**src/rob_pkg.sv**
```systemverilog
// Sizes, index types and bus structs shared by every block of the ordered read-return unit
// RTL files refer to these through rob_pkg:: scoped names
`default_nettype none

package rob_pkg;

    // ==============================
    // Sizes
    // ==============================

    // Reorder-buffer slots, the pointer logic relies on a power of two
    localparam int n_entries = 32;
    localparam int idx_bits = $clog2(n_entries);
    localparam int data_bits = 64;
    localparam int meta_bits = 8;
    localparam int addr_bits = 32;
    // Longest request in lines, which is also the most slots taken in one cycle
    localparam int max_alloc = 2;
    // Slots that must stay free for the issue stage to keep accepting
    localparam int min_free_slots = 2;

    // ==============================
    // Types
    // ==============================

    typedef logic [idx_bits-1:0] t_idx;
    typedef logic [$clog2(max_alloc):0] t_alloc_cnt;
    typedef logic [data_bits-1:0] t_data;
    typedef logic [meta_bits-1:0] t_meta;
    typedef logic [addr_bits-1:0] t_addr;

    // Read request from the user side
    typedef struct packed {
        t_addr addr;
        logic two_lines;
        t_meta meta;
    } t_read_req;

    // One line request to memory, tagged with its slot index
    typedef struct packed {
        t_addr addr;
        t_idx tag;
    } t_mem_req;

    // Memory response, returned in any order
    typedef struct packed {
        t_idx tag;
        t_data data;
    } t_mem_rsp;

    // Ordered output line with its user tag
    typedef struct packed {
        t_data data;
        t_meta meta;
    } t_read_out;

endpackage

`default_nettype wire

```
**src/rob_ram_simple.sv**
```systemverilog
// Simple dual-port RAM, one write port and one read port, for any payload type
// Writes land one cycle after they are presented and reads return one cycle after raddr
`timescale 1ns/1ps
`default_nettype none

module rob_ram_simple #(
    parameter int n_words = 32,
    parameter type t_word = logic
) (
    input  wire logic                       clk,
    input  wire logic                       wen,
    input  wire logic [$clog2(n_words)-1:0] waddr,
    input  wire t_word                      wdata,
    input  wire logic [$clog2(n_words)-1:0] raddr,
    output t_word                           rdata
);

    t_word mem [n_words];

    // Write request held for one cycle before it reaches the array
    logic                       wen_q;
    logic [$clog2(n_words)-1:0] waddr_q;
    t_word                      wdata_q;

    always_ff @(posedge clk)
    begin
        wen_q <= wen;
        waddr_q <= waddr;
        wdata_q <= wdata;

        if (wen_q)
        begin
            mem[waddr_q] <= wdata_q;
        end

        // Single output register on the read side
        rdata <= mem[raddr];
    end

endmodule

`default_nettype wire

```
**src/rob_valid_bank.sv**
```systemverilog
// One bank of single-bit valid flags that zeroes itself after reset
// rdy stays low until every word is cleared; reads return one cycle later
`timescale 1ns/1ps
`default_nettype none

module rob_valid_bank #(
    parameter int n_words = 16
) (
    input  wire logic                       clk,
    input  wire logic                       reset,
    output logic                            rdy,
    input  wire logic [$clog2(n_words)-1:0] raddr,
    output logic                            rdata,
    input  wire logic                       wen,
    input  wire logic [$clog2(n_words)-1:0] waddr,
    input  wire logic                       wdata
);

    logic                       mem [n_words];
    logic [$clog2(n_words)-1:0] init_idx;

    // Array write port, owned by the clear sweep until rdy rises
    logic                       mem_wen;
    logic [$clog2(n_words)-1:0] mem_waddr;
    logic                       mem_wdata;

    assign mem_wen = !rdy || wen;
    assign mem_waddr = rdy ? waddr : init_idx;
    assign mem_wdata = rdy ? wdata : 1'b0;

    // Clear sweep, one word per cycle
    always_ff @(posedge clk)
    begin
        if (reset)
        begin
            init_idx <= '0;
            rdy <= 1'b0;
        end
        else if (!rdy)
        begin
            init_idx <= init_idx + 1'b1;
            // Last word is written this cycle, so the bank is usable next cycle
            if (init_idx == ($clog2(n_words))'(n_words - 1))
            begin
                rdy <= 1'b1;
            end
        end
    end

    always_ff @(posedge clk)
    begin
        if (mem_wen)
        begin
            mem[mem_waddr] <= mem_wdata;
        end

        // A write to the word being read forwards the new value
        if (mem_wen && (mem_waddr == raddr))
        begin
            rdata <= mem_wdata;
        end
        else
        begin
            rdata <= mem[raddr];
        end
    end

endmodule

`default_nettype wire

```
**src/rob_reorder.sv**
```systemverilog
// Reorder buffer that takes out-of-order line responses and hands them back in slot order
// Slots are allocated with their meta, filled by tag and dequeued oldest first
`timescale 1ns/1ps
`default_nettype none

module rob_reorder (
    input  wire logic               clk,
    input  wire logic               reset,
    input  wire rob_pkg::t_alloc_cnt alloc,
    input  wire rob_pkg::t_meta     alloc_meta,
    output logic                    not_full,
    output rob_pkg::t_idx           alloc_idx,
    input  wire logic               enq_en,
    input  wire rob_pkg::t_mem_rsp  enq,
    input  wire logic               deq_en,
    output logic                    not_empty,
    output rob_pkg::t_data          first_data,
    output rob_pkg::t_meta          first_meta
);

    // Pointer width plus one bit so a full ring can be told from an empty one
    typedef logic [rob_pkg::idx_bits:0] t_idx_wide;

    rob_pkg::t_idx newest;
    rob_pkg::t_idx oldest;
    rob_pkg::t_idx oldest_q;
    logic [1:0]    bank_rdy;
    logic          banks_rdy;
    logic          newest_ge_oldest;

    assign banks_rdy = &bank_rdy;
    assign newest_ge_oldest = (newest >= oldest);

    // Headroom check against the oldest pointer, unwrapped by one bit
    assign not_full = banks_rdy &&
        (({1'b0, newest} + t_idx_wide'(rob_pkg::min_free_slots)) < {newest_ge_oldest, oldest});
    assign alloc_idx = newest;

    always_ff @(posedge clk)
    begin
        oldest_q <= oldest;
        if (reset)
        begin
            newest <= '0;
            oldest <= '0;
        end
        else
        begin
            newest <= newest + rob_pkg::t_idx'(alloc);
            if (deq_en)
            begin
                oldest <= oldest + 1'b1;
            end
        end
    end

    // ==============================
    // Valid bit tracking
    // ==============================

    // The meaning of a set valid bit flips every trip around the ring
    // The banks clear to 0, so the first trip looks for 1
    logic          valid_tag;
    logic          valid_tag_q;
    logic          enq_en_q;
    rob_pkg::t_idx enq_idx_q;
    logic          valid_wdata;

    always_ff @(posedge clk)
    begin
        valid_tag_q <= valid_tag;
        enq_idx_q <= enq.tag;
        if (reset)
        begin
            valid_tag <= 1'b1;
            enq_en_q <= 1'b0;
        end
        else
        begin
            enq_en_q <= enq_en;
            if (deq_en && (&oldest))
            begin
                valid_tag <= ~valid_tag;
            end
        end
    end

    // Slots below oldest already belong to the next trip and take the inverted tag
    assign valid_wdata = (enq_idx_q >= oldest_q) ? valid_tag_q : ~valid_tag_q;

    // Scan state, one index per bank, bank chosen by the low bit of the slot index
    logic [rob_pkg::idx_bits-2:0] scan_idx [2];
    logic                         scan_rdata [2];
    logic                         scan_bypass [2];
    logic                         scan_bank;
    logic                         scan_tgt;
    logic                         scan_set;
    logic                         scan_adv;
    logic [2:0]                   num_ready;

    // A write landing on the scanned word means that slot has just completed
    assign scan_set = (scan_rdata[scan_bank] == scan_tgt) || scan_bypass[scan_bank];
    // Stop counting before the small ready counter saturates
    assign scan_adv = banks_rdy && scan_set && (num_ready != 3'b111);

    always_ff @(posedge clk)
    begin
        if (scan_adv)
        begin
            scan_idx[scan_bank] <= scan_idx[scan_bank] + 1'b1;
            scan_bank <= ~scan_bank;
            // Bank 1 holds the last slot, so its wrap ends a trip
            if (scan_bank && (&scan_idx[1]))
            begin
                scan_tgt <= ~scan_tgt;
            end
        end
        if (reset || !banks_rdy)
        begin
            scan_idx[0] <= '0;
            scan_idx[1] <= '0;
            scan_bank <= 1'b0;
            scan_tgt <= 1'b1;
        end
    end

    // Ready entries waiting at the head, and not_empty as a registered level
    always_ff @(posedge clk)
    begin
        if (reset)
        begin
            num_ready <= '0;
            not_empty <= 1'b0;
        end
        else
        begin
            num_ready <= num_ready - 3'(deq_en) + 3'(scan_adv);
            not_empty <= scan_adv || (num_ready > 3'd1) || ((num_ready == 3'd1) && !deq_en);
        end
    end

    for (genvar p = 0; p < 2; p++)
    begin : g_bank
        logic bank_wen;

        assign bank_wen = enq_en_q && (enq_idx_q[0] == 1'(p));
        assign scan_bypass[p] = bank_wen && (enq_idx_q[rob_pkg::idx_bits-1:1] == scan_idx[p]);

        rob_valid_bank #(
            .n_words(rob_pkg::n_entries / 2)
        ) valid_bank (
            .clk  (clk),
            .reset(reset),
            .rdy  (bank_rdy[p]),
            .raddr(scan_idx[p]),
            .rdata(scan_rdata[p]),
            .wen  (bank_wen),
            .waddr(enq_idx_q[rob_pkg::idx_bits-1:1]),
            .wdata(valid_wdata)
        );
    end

    // ==============================
    // Storage
    // ==============================

    // Reading at oldest_q puts the head entry on the outputs two cycles after deq_en
    rob_ram_simple #(
        .n_words(rob_pkg::n_entries),
        .t_word (rob_pkg::t_data)
    ) data_ram (
        .clk  (clk),
        .wen  (enq_en),
        .waddr(enq.tag),
        .wdata(enq.data),
        .raddr(oldest_q),
        .rdata(first_data)
    );

    // A two-slot allocation writes its second meta copy in the following cycle
    // The issue stage takes no request in that cycle, so the write port is free
    logic           second_en;
    rob_pkg::t_idx  second_idx;
    rob_pkg::t_meta second_meta;
    logic           meta_wen;
    rob_pkg::t_idx  meta_waddr;
    rob_pkg::t_meta meta_wdata;

    always_ff @(posedge clk)
    begin
        second_idx <= newest + 1'b1;
        second_meta <= alloc_meta;
        if (reset)
        begin
            second_en <= 1'b0;
        end
        else
        begin
            second_en <= (alloc == rob_pkg::t_alloc_cnt'(2));
        end
    end

    assign meta_wen = (alloc != '0) || second_en;
    assign meta_waddr = second_en ? second_idx : newest;
    assign meta_wdata = second_en ? second_meta : alloc_meta;

    rob_ram_simple #(
        .n_words(rob_pkg::n_entries),
        .t_word (rob_pkg::t_meta)
    ) meta_ram (
        .clk  (clk),
        .wen  (meta_wen),
        .waddr(meta_waddr),
        .wdata(meta_wdata),
        .raddr(oldest_q),
        .rdata(first_meta)
    );

endmodule

`default_nettype wire

```
**src/read_issue.sv**
```systemverilog
// Issue stage, accepts read requests, allocates reorder slots and sends line requests
// Two-line requests go out as two consecutive memory requests on adjacent slots
`timescale 1ns/1ps
`default_nettype none

module read_issue (
    input  wire logic                clk,
    input  wire logic                reset,
    input  wire logic                req_en,
    input  wire rob_pkg::t_read_req  req,
    output logic                     req_ready,
    output rob_pkg::t_alloc_cnt      alloc,
    output rob_pkg::t_meta           alloc_meta,
    input  wire logic                not_full,
    input  wire rob_pkg::t_idx       alloc_idx,
    output logic                     mem_req_en,
    output rob_pkg::t_mem_req        mem_req
);

    logic          take;
    // Set while the second line of a request is still to be sent
    logic          pending;
    rob_pkg::t_addr addr_q;
    rob_pkg::t_idx tag_q;

    // The second line needs the memory port next cycle, so nothing new is taken
    assign req_ready = not_full && !pending;
    assign take = req_en && req_ready;

    assign alloc = !take ? rob_pkg::t_alloc_cnt'(0) :
                   req.two_lines ? rob_pkg::t_alloc_cnt'(2) : rob_pkg::t_alloc_cnt'(1);
    assign alloc_meta = req.meta;

    always_ff @(posedge clk)
    begin
        if (take)
        begin
            addr_q <= req.addr;
            tag_q <= alloc_idx;
            mem_req <= '{addr: req.addr, tag: alloc_idx};
        end
        else if (pending)
        begin
            // Line 1 sits on the next address and the next slot
            mem_req <= '{addr: addr_q + 1'b1, tag: tag_q + 1'b1};
        end

        if (reset)
        begin
            pending <= 1'b0;
            mem_req_en <= 1'b0;
        end
        else
        begin
            mem_req_en <= take || pending;
            pending <= take && req.two_lines;
        end
    end

endmodule

`default_nettype wire

```
**src/read_return.sv**
```systemverilog
// Return stage, drains completed entries in order while the output is enabled
// out_valid follows each dequeue by two cycles, matching the storage read latency
`timescale 1ns/1ps
`default_nettype none

module read_return (
    input  wire logic            clk,
    input  wire logic            reset,
    input  wire logic            out_en,
    input  wire logic            not_empty,
    output logic                 deq_en,
    input  wire rob_pkg::t_data  first_data,
    input  wire rob_pkg::t_meta  first_meta,
    output logic                 out_valid,
    output rob_pkg::t_read_out   out
);

    // Each bit marks a dequeue still on its way through storage
    logic [1:0] in_flight;

    assign deq_en = not_empty && out_en;

    always_ff @(posedge clk)
    begin
        if (reset)
        begin
            in_flight <= '0;
        end
        else
        begin
            in_flight <= {in_flight[0], deq_en};
        end
    end

    assign out_valid = in_flight[1];
    assign out = '{data: first_data, meta: first_meta};

endmodule

`default_nettype wire

```
**src/ordered_read_unit.sv**
```systemverilog
// Ordered read-return unit, top level joining issue, reorder buffer and return stage
// Memory ports face an external memory that may answer in any order
`timescale 1ns/1ps
`default_nettype none

module ordered_read_unit (
    input  wire logic               clk,
    input  wire logic               reset,
    input  wire logic               req_en,
    input  wire rob_pkg::t_read_req req,
    output logic                    req_ready,
    output logic                    mem_req_en,
    output rob_pkg::t_mem_req       mem_req,
    input  wire logic               mem_rsp_en,
    input  wire rob_pkg::t_mem_rsp  mem_rsp,
    input  wire logic               out_en,
    output logic                    out_valid,
    output rob_pkg::t_read_out      out
);

    rob_pkg::t_alloc_cnt alloc;
    rob_pkg::t_meta      alloc_meta;
    logic                not_full;
    rob_pkg::t_idx       alloc_idx;
    logic                not_empty;
    logic                deq_en;
    rob_pkg::t_data      first_data;
    rob_pkg::t_meta      first_meta;

    read_issue issue0 (
        .clk       (clk),
        .reset     (reset),
        .req_en    (req_en),
        .req       (req),
        .req_ready (req_ready),
        .alloc     (alloc),
        .alloc_meta(alloc_meta),
        .not_full  (not_full),
        .alloc_idx (alloc_idx),
        .mem_req_en(mem_req_en),
        .mem_req   (mem_req)
    );

    // Responses go straight into the buffer, there is no back-pressure on them
    rob_reorder rob0 (
        .clk       (clk),
        .reset     (reset),
        .alloc     (alloc),
        .alloc_meta(alloc_meta),
        .not_full  (not_full),
        .alloc_idx (alloc_idx),
        .enq_en    (mem_rsp_en),
        .enq       (mem_rsp),
        .deq_en    (deq_en),
        .not_empty (not_empty),
        .first_data(first_data),
        .first_meta(first_meta)
    );

    read_return return0 (
        .clk       (clk),
        .reset     (reset),
        .out_en    (out_en),
        .not_empty (not_empty),
        .deq_en    (deq_en),
        .first_data(first_data),
        .first_meta(first_meta),
        .out_valid (out_valid),
        .out       (out)
    );

endmodule

`default_nettype wire

```
**config.mk**
```make
export PLATFORM = sky130hd
export DESIGN_NAME = ordered_read_unit
export DESIGN_NICKNAME = d
export VERILOG_FILES = /design/src/rob_pkg.sv /design/src/rob_ram_simple.sv /design/src/rob_valid_bank.sv /design/src/rob_reorder.sv /design/src/read_issue.sv /design/src/read_return.sv /design/src/ordered_read_unit.sv
export SDC_FILE = /design/constraint.sdc
export NUM_CORES = 2
export LEC_CHECK = 0
export ABC_AREA = 1
export BUFFER_PORTS_ARGS = -buffer_cell sky130_fd_sc_hd__buf_2
export CORE_MARGIN = 2
export CORE_UTILIZATION = 55
export DETAILED_ROUTE_END_ITERATION = 6
export PLACE_DENSITY = 0.67
export SYNTH_ARGS = -nofsm -noshare
export SYNTH_HDL_FRONTEND = slang
export SYNTH_SLANG_ARGS = --single-unit
```
**constraint.sdc**
```tcl
create_clock -name clk -period 5.2 [get_ports clk]
set_clock_uncertainty 0.05 [all_clocks]
set_input_delay 0.26 -clock clk [delete_from_list [all_inputs] [get_ports clk]]
set_output_delay 0.26 -clock clk [all_outputs]
set_load 0.02 [all_outputs]
```
* Yosys cells after proc, flatten, opt, wreduce, memory -nomap -nowiden
Memory sizes are Yosys's and may differ from the RTL's. A register that Yosys moved wholly into a read port is not among the register bits.
Index checks and enable logic that the tools add are counted.
** Cells by class
- Add/sub/neg operators :: 11
- Multipliers :: 0
- Div/mod/pow operators :: 0
- Magnitude comparators :: 5
- Equal/unequal tests :: 8
- Shift-type cells :: 0
- Muxes and demuxes :: 35
- Bitwise logic cells :: 6
- Reduce and logical (&&, ||, !) cells :: 33
** Operators by type and width (count)
- two-way mux 37 bit :: 2
- adder 32 x 1 -> 32 bit (second input constant) :: 1
- two-way mux 1 bit :: 27
- adder 5 x 1 -> 5 bit (second input constant) :: 3
- logical AND 1 bit :: 14
- adder 4 x 1 -> 4 bit (second input constant) :: 3
- greater-or-equal comparator 5 bit :: 2
- equality test 4 bit :: 2
- equality test 4 bit (second input constant) :: 2
- logical OR 1 bit :: 8
- two-way mux 4 bit :: 2
- two-way mux 8 bit :: 1
- adder 5 x 2 -> 6 bit (second input constant) :: 1
- < comparator 6 bit :: 1
- adder 5 x 2 -> 5 bit :: 1
- zero test 1 bit :: 5
- two-way mux 5 bit :: 1
- inverter 1 bit :: 5
- AND reduction 5 bit :: 1
- two-way mux 2 bit :: 2
- AND reduction 2 bit :: 2
- AND reduction 4 bit :: 1
- nonzero test 2 bit :: 2
- adder 3 x 1 -> 3 bit :: 1
- other kinds (8) :: 8
** Word-level totals
- Bits in registers :: 210
- Latch bits :: 0
- Bits in writable memories :: 2344
- Bits in read-only memories :: 0
- Input port bits :: 115
- Output and inout bits :: 112
- Word-level logic and storage cells :: 133
- Memories kept :: 5
** Memory list
- rob0.data_ram.mem :: words 32, width 64, rd ports 1, clocked after memory_dff 1, write ports 1, RTL line rob_ram_simple.sv:18 : t_word mem [n_words];
- rob0.meta_ram.mem :: words 32, width 8, rd ports 1, clocked after memory_dff 1, write ports 1, RTL line rob_ram_simple.sv:18
- rob0.g_bank[0].valid_bank.mem :: words 16, width 1, rd ports 1, clocked after memory_dff 1, write ports 1, RTL line rob_valid_bank.sv:19 : logic mem [n_words];
- rob0.g_bank[1].valid_bank.mem :: words 16, width 1, rd ports 1, clocked after memory_dff 1, write ports 1, RTL line rob_valid_bank.sv:19
- rob0.scan_idx :: words 2, width 4, rd ports 3, clocked after memory_dff 1, write ports 3, RTL line rob_reorder.sv:92 : logic [rob_pkg::idx_bits-2:0] scan_idx [2];

* Logic depth before layout (Yosys ltp)
- Depth in word-level cells :: 11
- Gate-level depth with buffers :: 24
- Mapped depth without buffers :: 22

* Cells and area by module
From an unflattened synthesis, not the netlist that was laid out.
** Second synthesis, totals
- Cells, all modules :: 8862
- Area, all modules :: 104675.4 µm²
** By module, submodules not included
- rob_ram_simple (rob0.data_ram) :: instances 1, cells an instance 6838, area each 84392.2 µm², sequential area each 64181.6 µm²
- rob_ram_simple (rob0.meta_ram) :: instances 1, cells an instance 936, area each 11066.9 µm², sequential area each 8127.8 µm²
- read_issue :: instances 1, cells an instance 401, area each 3766.1 µm², sequential area each 2262.2 µm²
- rob_reorder :: instances 1, cells an instance 336, area each 2576.2 µm², sequential area each 1041.0 µm²
- rob_valid_bank :: instances 2, cells an instance 136, area each 1136.1 µm², sequential area each 660.6 µm²
- read_return :: instances 1, cells an instance 79, area each 601.8 µm², sequential area each 40.0 µm²

* Worst setup path before layout
OpenSTA, ideal clock, no wires.
- Path type :: reg2reg
- From :: reg rob0.newest[1], in the netlist rob0.alloc_idx[1]
- To :: reg rob0.newest[4], in the netlist rob0.alloc_idx[4]
- Library setup time :: 0.132 ns
- Arrival :: 3.823 ns
- Required time :: 5.018 ns
- Path slack :: 1.195 ns
- Cell stages (with the launch flop) :: 23
- Path buffers :: 2
- Clock period less this slack :: 4.005 ns
- Path through :: dfxtp_1 -> inv_1 -> ha_1 -> inv_1 -> a21oi_1 -> o21bai_1 -> a21o_1 -> a21oi_1 -> ha_1 -> nand2_1 -> nor2_1 -> o21ai_0 -> o211ai_1 -> nor3_1 -> nand2_1 -> buf_2 -> buf_1 -> nor2_1 -> ha_1 -> inv_1 -> fa_1 -> o21ai_0 -> a21oi_1
** Between the ends
- Cells in the longest elaborated chain, start to end :: 7
- Elaborated cells between the ends (all ways) :: 8
- Classes of those cells :: add/sub (2); order compare (2); mux (1); reduce/logical (3)
** RTL lines
- start, declared :: RTL line rob_reorder.sv:24 : rob_pkg::t_idx newest;
- start signal, assigned :: RTL line rob_reorder.sv:49 : newest <= newest + rob_pkg::t_idx'(alloc);
- adder 5 x 2 -> 6 bit / greater-or-equal comparator 5 bit (equally long branches) :: RTL line rob_reorder.sv:36, rob_reorder.sv:32
- < comparator 6 bit * :: RTL line rob_reorder.sv:36 : (({1'b0, newest} + t_idx_wide'(rob_pkg::min_free_slots)) < {newest_ge_oldest, oldest});
- logical AND 1 bit * :: RTL line rob_reorder.sv:35 : assign not_full = banks_rdy &&
- logical AND 1 bit * :: RTL line read_issue.sv:27 : assign req_ready = not_full && !pending;
- named net req_ready :: RTL line ordered_read_unit.sv:11 : output logic req_ready,
- logical AND 1 bit * :: RTL line read_issue.sv:28 : assign take = req_en && req_ready;
- two-way mux 2 bit * :: RTL line read_issue.sv:30 : assign alloc = !take ? rob_pkg::t_alloc_cnt'(0) :
- adder 5 x 2 -> 5 bit * :: RTL line rob_reorder.sv:49
The timed path passes the listed nets; every way through them passes the cells marked *.
A chain may end at the register's enable or synchronous reset.

* Final worst setup path
- From :: reg rob0.newest[1], in the netlist rob0.alloc_idx[1]
- To :: reg, netlist name issue0.mem_req[28]
** Between the ends
- Cells in the longest elaborated chain, start to end :: 6
- Elaborated cells between the ends (all ways) :: 7
- Classes of those cells :: add/sub (1); order compare (2); mux (1); reduce/logical (3)
** RTL lines
- adder 5 x 2 -> 6 bit / greater-or-equal comparator 5 bit (equally long branches) :: RTL line rob_reorder.sv:36, rob_reorder.sv:32
- < comparator 6 bit * :: RTL line rob_reorder.sv:36
- logical AND 1 bit * :: RTL line rob_reorder.sv:35
- logical AND 1 bit * :: RTL line read_issue.sv:27
- logical AND 1 bit * :: RTL line read_issue.sv:28
- two-way mux 37 bit * :: RTL line read_issue.sv:36 : if (take)
Mark *: on every way between the ends. The rest lies on a longest branch, timed or not.

==> results.json <==
{
  "outcome": "complete, no violations",
  "switching_power_w": 0.0122,
  "ys_ff_latch": 2634,
  "cap_violations": 0,
  "pwr-share-comb_pct": 11.4,
  "cts_setup_buffers": 0,
  "placed_cell_area_sq_um": 105000,
  "switching_share_pct": 24.9,
  "gr-total-overflow": 0,
  "path_class": "flip-flop to flip-flop",
  "yosys_warnings": 0,
  "grtUsageMet2_pct": 46.4,
  "regArea_sq_um": 76900,
  "ys.flop_type": "edfxtp_1",
  "grt_pass1_vias": 62900,
  "layout-drive-gt1-share_pct": 9.69,
  "synth_edf_count": 2410,
  "top_usage_layer": "met2",
  "fin_crit_ns": 3.97,
  "hold_slack_ns": 0.0591,
  "dpl_worst_slack_ns": 1.25,
  "cp_max_fo": 65,
  "final_antenna_net_count": 0,
  "h-tree-depth": 5,
  "syn_nets": 7824,
  "grt_first_pass_wirelength_mm": 400,
  "path_clk_slew_ns": 0.06,
  "core_sq_um": 183000,
  "synth_top_family_by_area": "compound AO/OA/AOI/OAI gates",
  "synth_mux_area_share_pct": 0,
  "relSlewSlack_pct": 10.9,
  "yosys.area_share.adder_pct": 0.424,
  "vias_per_cell": 6.16,
  "seq_power_share_pct": 49.5,
  "drc": 0,
  "synth_cell_types": 47,
  "die_area_sq_um": 187000,
  "multi_input_area_sq_um": 21500,
  "yosys.area_share.simple_pct": 8.06,
  "synth_xor_area_share_pct": 0.338,
  "netlist_top_cells_count": "edfxtp_1 (2410), nor2_1 (1512), o21ai_0 (1311), o22ai_1 (586), nand2_1 (445)",
  "rsz0062_at_grt": "no",
  "cts_tree": "done",
  "clock_sinks": 2634,
  "fin_ws_ns": 1.23,
  "grt_use_met1_pct": 39.8,
  "dp_hpwl_mm": 134,
  "ioPinCount": 227,
  "die_w_um": 433,
  "syn2layout_area_growth_pct": 14.3,
  "place_congestion": 0.799,
  "endpoint_kind": "flip-flop",
  "vias": 65300,
  "p_per_area_nw_per_um2": 423,
  "synth_top_area_share_pct": 71.7,
  "crit_required_ns": 5.80,
  "wire_per_inst_um": 25.6,
  "numCtsBuffers": 281,
  "grt_max_degree": 346,
  "fin_setup_tns_ns": 0,
  "ir_worst_vdd_uv": 358,
  "cts-root-buf": "clkbuf_16",
  "drt-initial-drc-count": 8233,
  "synth_most_common_cell": "edfxtp_1",
  "synthTopCellsByArea": "edfxtp_1 (72%), o21ai_0 (6.5%), nor2_1 (5.6%), dfxtp_1 (4.4%), o22ai_1 (3.6%)",
  "clk_path_buf_depth": 4,
  "clk_latency_ns": 0.93,
  "design_area_sq_um": 115000,
  "nNetsFinal": 8160,
  "fmax_mhz": 252,
  "cp-start-kind": "flip-flop",
  "synth-seq-area-share_pct": 76.1,
  "track_usage_pct": 28.7,
  "fill_cells": 13500,
  "dieHeight_um": 433,
  "async_flop_share_pct": 0,
  "netlist_area_sq_um": 101000,
  "yosysTopAreaCell": "edfxtp_1",
  "power_frac_clock_pct": 39.1,
  "gr-usage-met3_pct": 4.90,
  "syn_area_per_cell_sq_um": 13.2,
  "finalHoldViolCount": 0,
  "row_count": 157,
  "worst_pin_slew_ns": 1.34,
  "slew_violations": 0,
  "period_share_pct": 76.4,
  "io_buffer_count": 226,
  "wirelength_mm": 271,
  "p_leak_nw": 38.8,
  "synth_compound_area_share_pct": 12.2,
  "synth_cells": 7676,
  "grt_antenna_before_repair": 6,
  "critPathArrivalTime_ns": 4.57,
  "start_util_pct": 55.3,
  "firstDrtPassIters": 6,
  "setup_viol": 0,
  "intPower_w": 0.0366,
  "hold_path_class": "input pin to flip-flop"
}
## cell usage in the layout, fill, tap and decap left out, drive strengths merged, types with 13 or more instances in the layout
cell type / synthesis / final
a21oi: 79 / 79
buf: 218 / 357
bufinv: 0 / 13
clkbuf: 297 / 410
clkinv: 2 / 56
dfxtp: 224 / 224
dlygate4sd3: 0 / 211
edfxtp: 2410 / 2410
ha: 31 / 31
inv: 119 / 126
nand2: 449 / 449
nand3: 106 / 106
nor2: 1517 / 1517
o21ai: 1442 / 1442
o221ai: 76 / 76
o22ai: 586 / 586
o31ai: 21 / 21
xnor2: 19 / 19
xor2: 20 / 20
## through the flow
stage          std cells  util, %  power (W)
4_1_cts            10600     63.2     0.0490
6_report           10600     63.2     0.0488
2_1_floorplan       7676        -     0.0281
5_1_grt            10600     63.2     0.0504
3_5_place_dp        9903     57.3     0.0300
3_3_place_gp        9903     57.3     0.0298
## area by class of cell
type,instances,area share [%]
clock inverter,77,0.629
inverter,121,0.437
multi-input combinational,4406,18.6
sequential,2634,66.6
antenna,3,0.00650
clock buffer,410,6.92
timing repair buffer,568,4.20
tap,2385,2.58
## power by group through the flow
| stage | Combinational, W | Sequential [W] | Clock [W] |
|---|---|---|---|
| floorplan | 0.00357 | 0.0246 | 0 |
| global placement | 0.00528 | 0.0246 | 0 |
| detailed placement | 0.00538 | 0.0246 | 0 |
| CTS | 0.00553 | 0.0241 | 0.0193 |
| global route | 0.00612 | 0.0242 | 0.0201 |
| finish | 0.00557 | 0.0241 | 0.0191 |
## timing repair
action / CTS / global route
endpoints found under the hold margin: 177 / 0
hold buffers: 211 / 0
resized for setup: 0 / 0
## sequential cells by signal, indices dropped and copies added (netlist names), 2 cells and up, named ones only
signal and cells:
return0.in_flight 2, rob0.g_bank.valid_bank.init_idx 8, rob0.oldest 5, rob0.alloc_idx 5, issue0.tag_q 5, rob0.num_ready 3, rob0.meta_ram.wdata_q 8, rob0.second_idx 5
rob0.meta_ram.mem 256, rob0.enq_idx_q 5, rob0.data_ram.rdata 64, rob0.data_ram.mem 2048, issue0.mem_req 37, rob0.data_ram.wdata_q 64, rob0.g_bank.valid_bank.rdy 2, rob0.oldest_q 5
rob0.g_bank.valid_bank.mem 32, issue0.addr_q 32, rob0.meta_ram.waddr_q 5, rob0.meta_ram.rdata 8, rob0.scan_idx 8, rob0.second_meta 8
## worst paths after layout
path / cells past startpoint / end / slack, ns / start
worst min-delay path: 2 / rob0.data_ram.wdata_q[47] / 0.06 / mem_rsp[47]
worst max-delay path: 20 / issue0.mem_req[28] / 1.23 / rob0.alloc_idx[1]
worst min register to register: 0 / rob0.oldest_q[3] / 0.31 / rob0.oldest[3]
worst max register to register: 20 / issue0.mem_req[28] / 1.23 / rob0.alloc_idx[1]
## critical path: stages (launching register included)
cell and delay, ns:
dfxtp_1 0.44, inv_1 0.17, ha_1 0.32, inv_1 0.05, a21oi_1 0.13, o21bai_1 0.08
a21o_1 0.16, a21oi_1 0.12, ha_1 0.25, nand2_1 0.10, nor2_1 0.05, o21ai_0 0.07
o211ai_1 0.11, nor3_1 0.25, nand2_1 0.17, buf_4 0.27, inv_2 0.39, buf_12 0.33
a21oi_1 0.06, o21ai_0 0.10, nand2_1 0.06
## layer usage
| layer | routed length, um | vias to the layer above |
|---|---|---|
| met5 | 20 | - |
| met4 | 8140 | 4 |
| met3 | 25500 | 482 |
| met2 | 130000 | 3384 |
| met1 | 107000 | 32400 |
| li1 | - | 29000 |
## kinds of logic (layout without fill, tap and decap cells)
group	count (synthesis)	after routing
AOI/OAI and AO/OA	2237	2237
xor gates and xnor gates	39	39
adders and majority gates	33	33
buffers and inverters	636	1176
DFF	2634	2634
other	0	3
and+or+nand+nor	2097	2097
(Power assumes the default switching activity.)
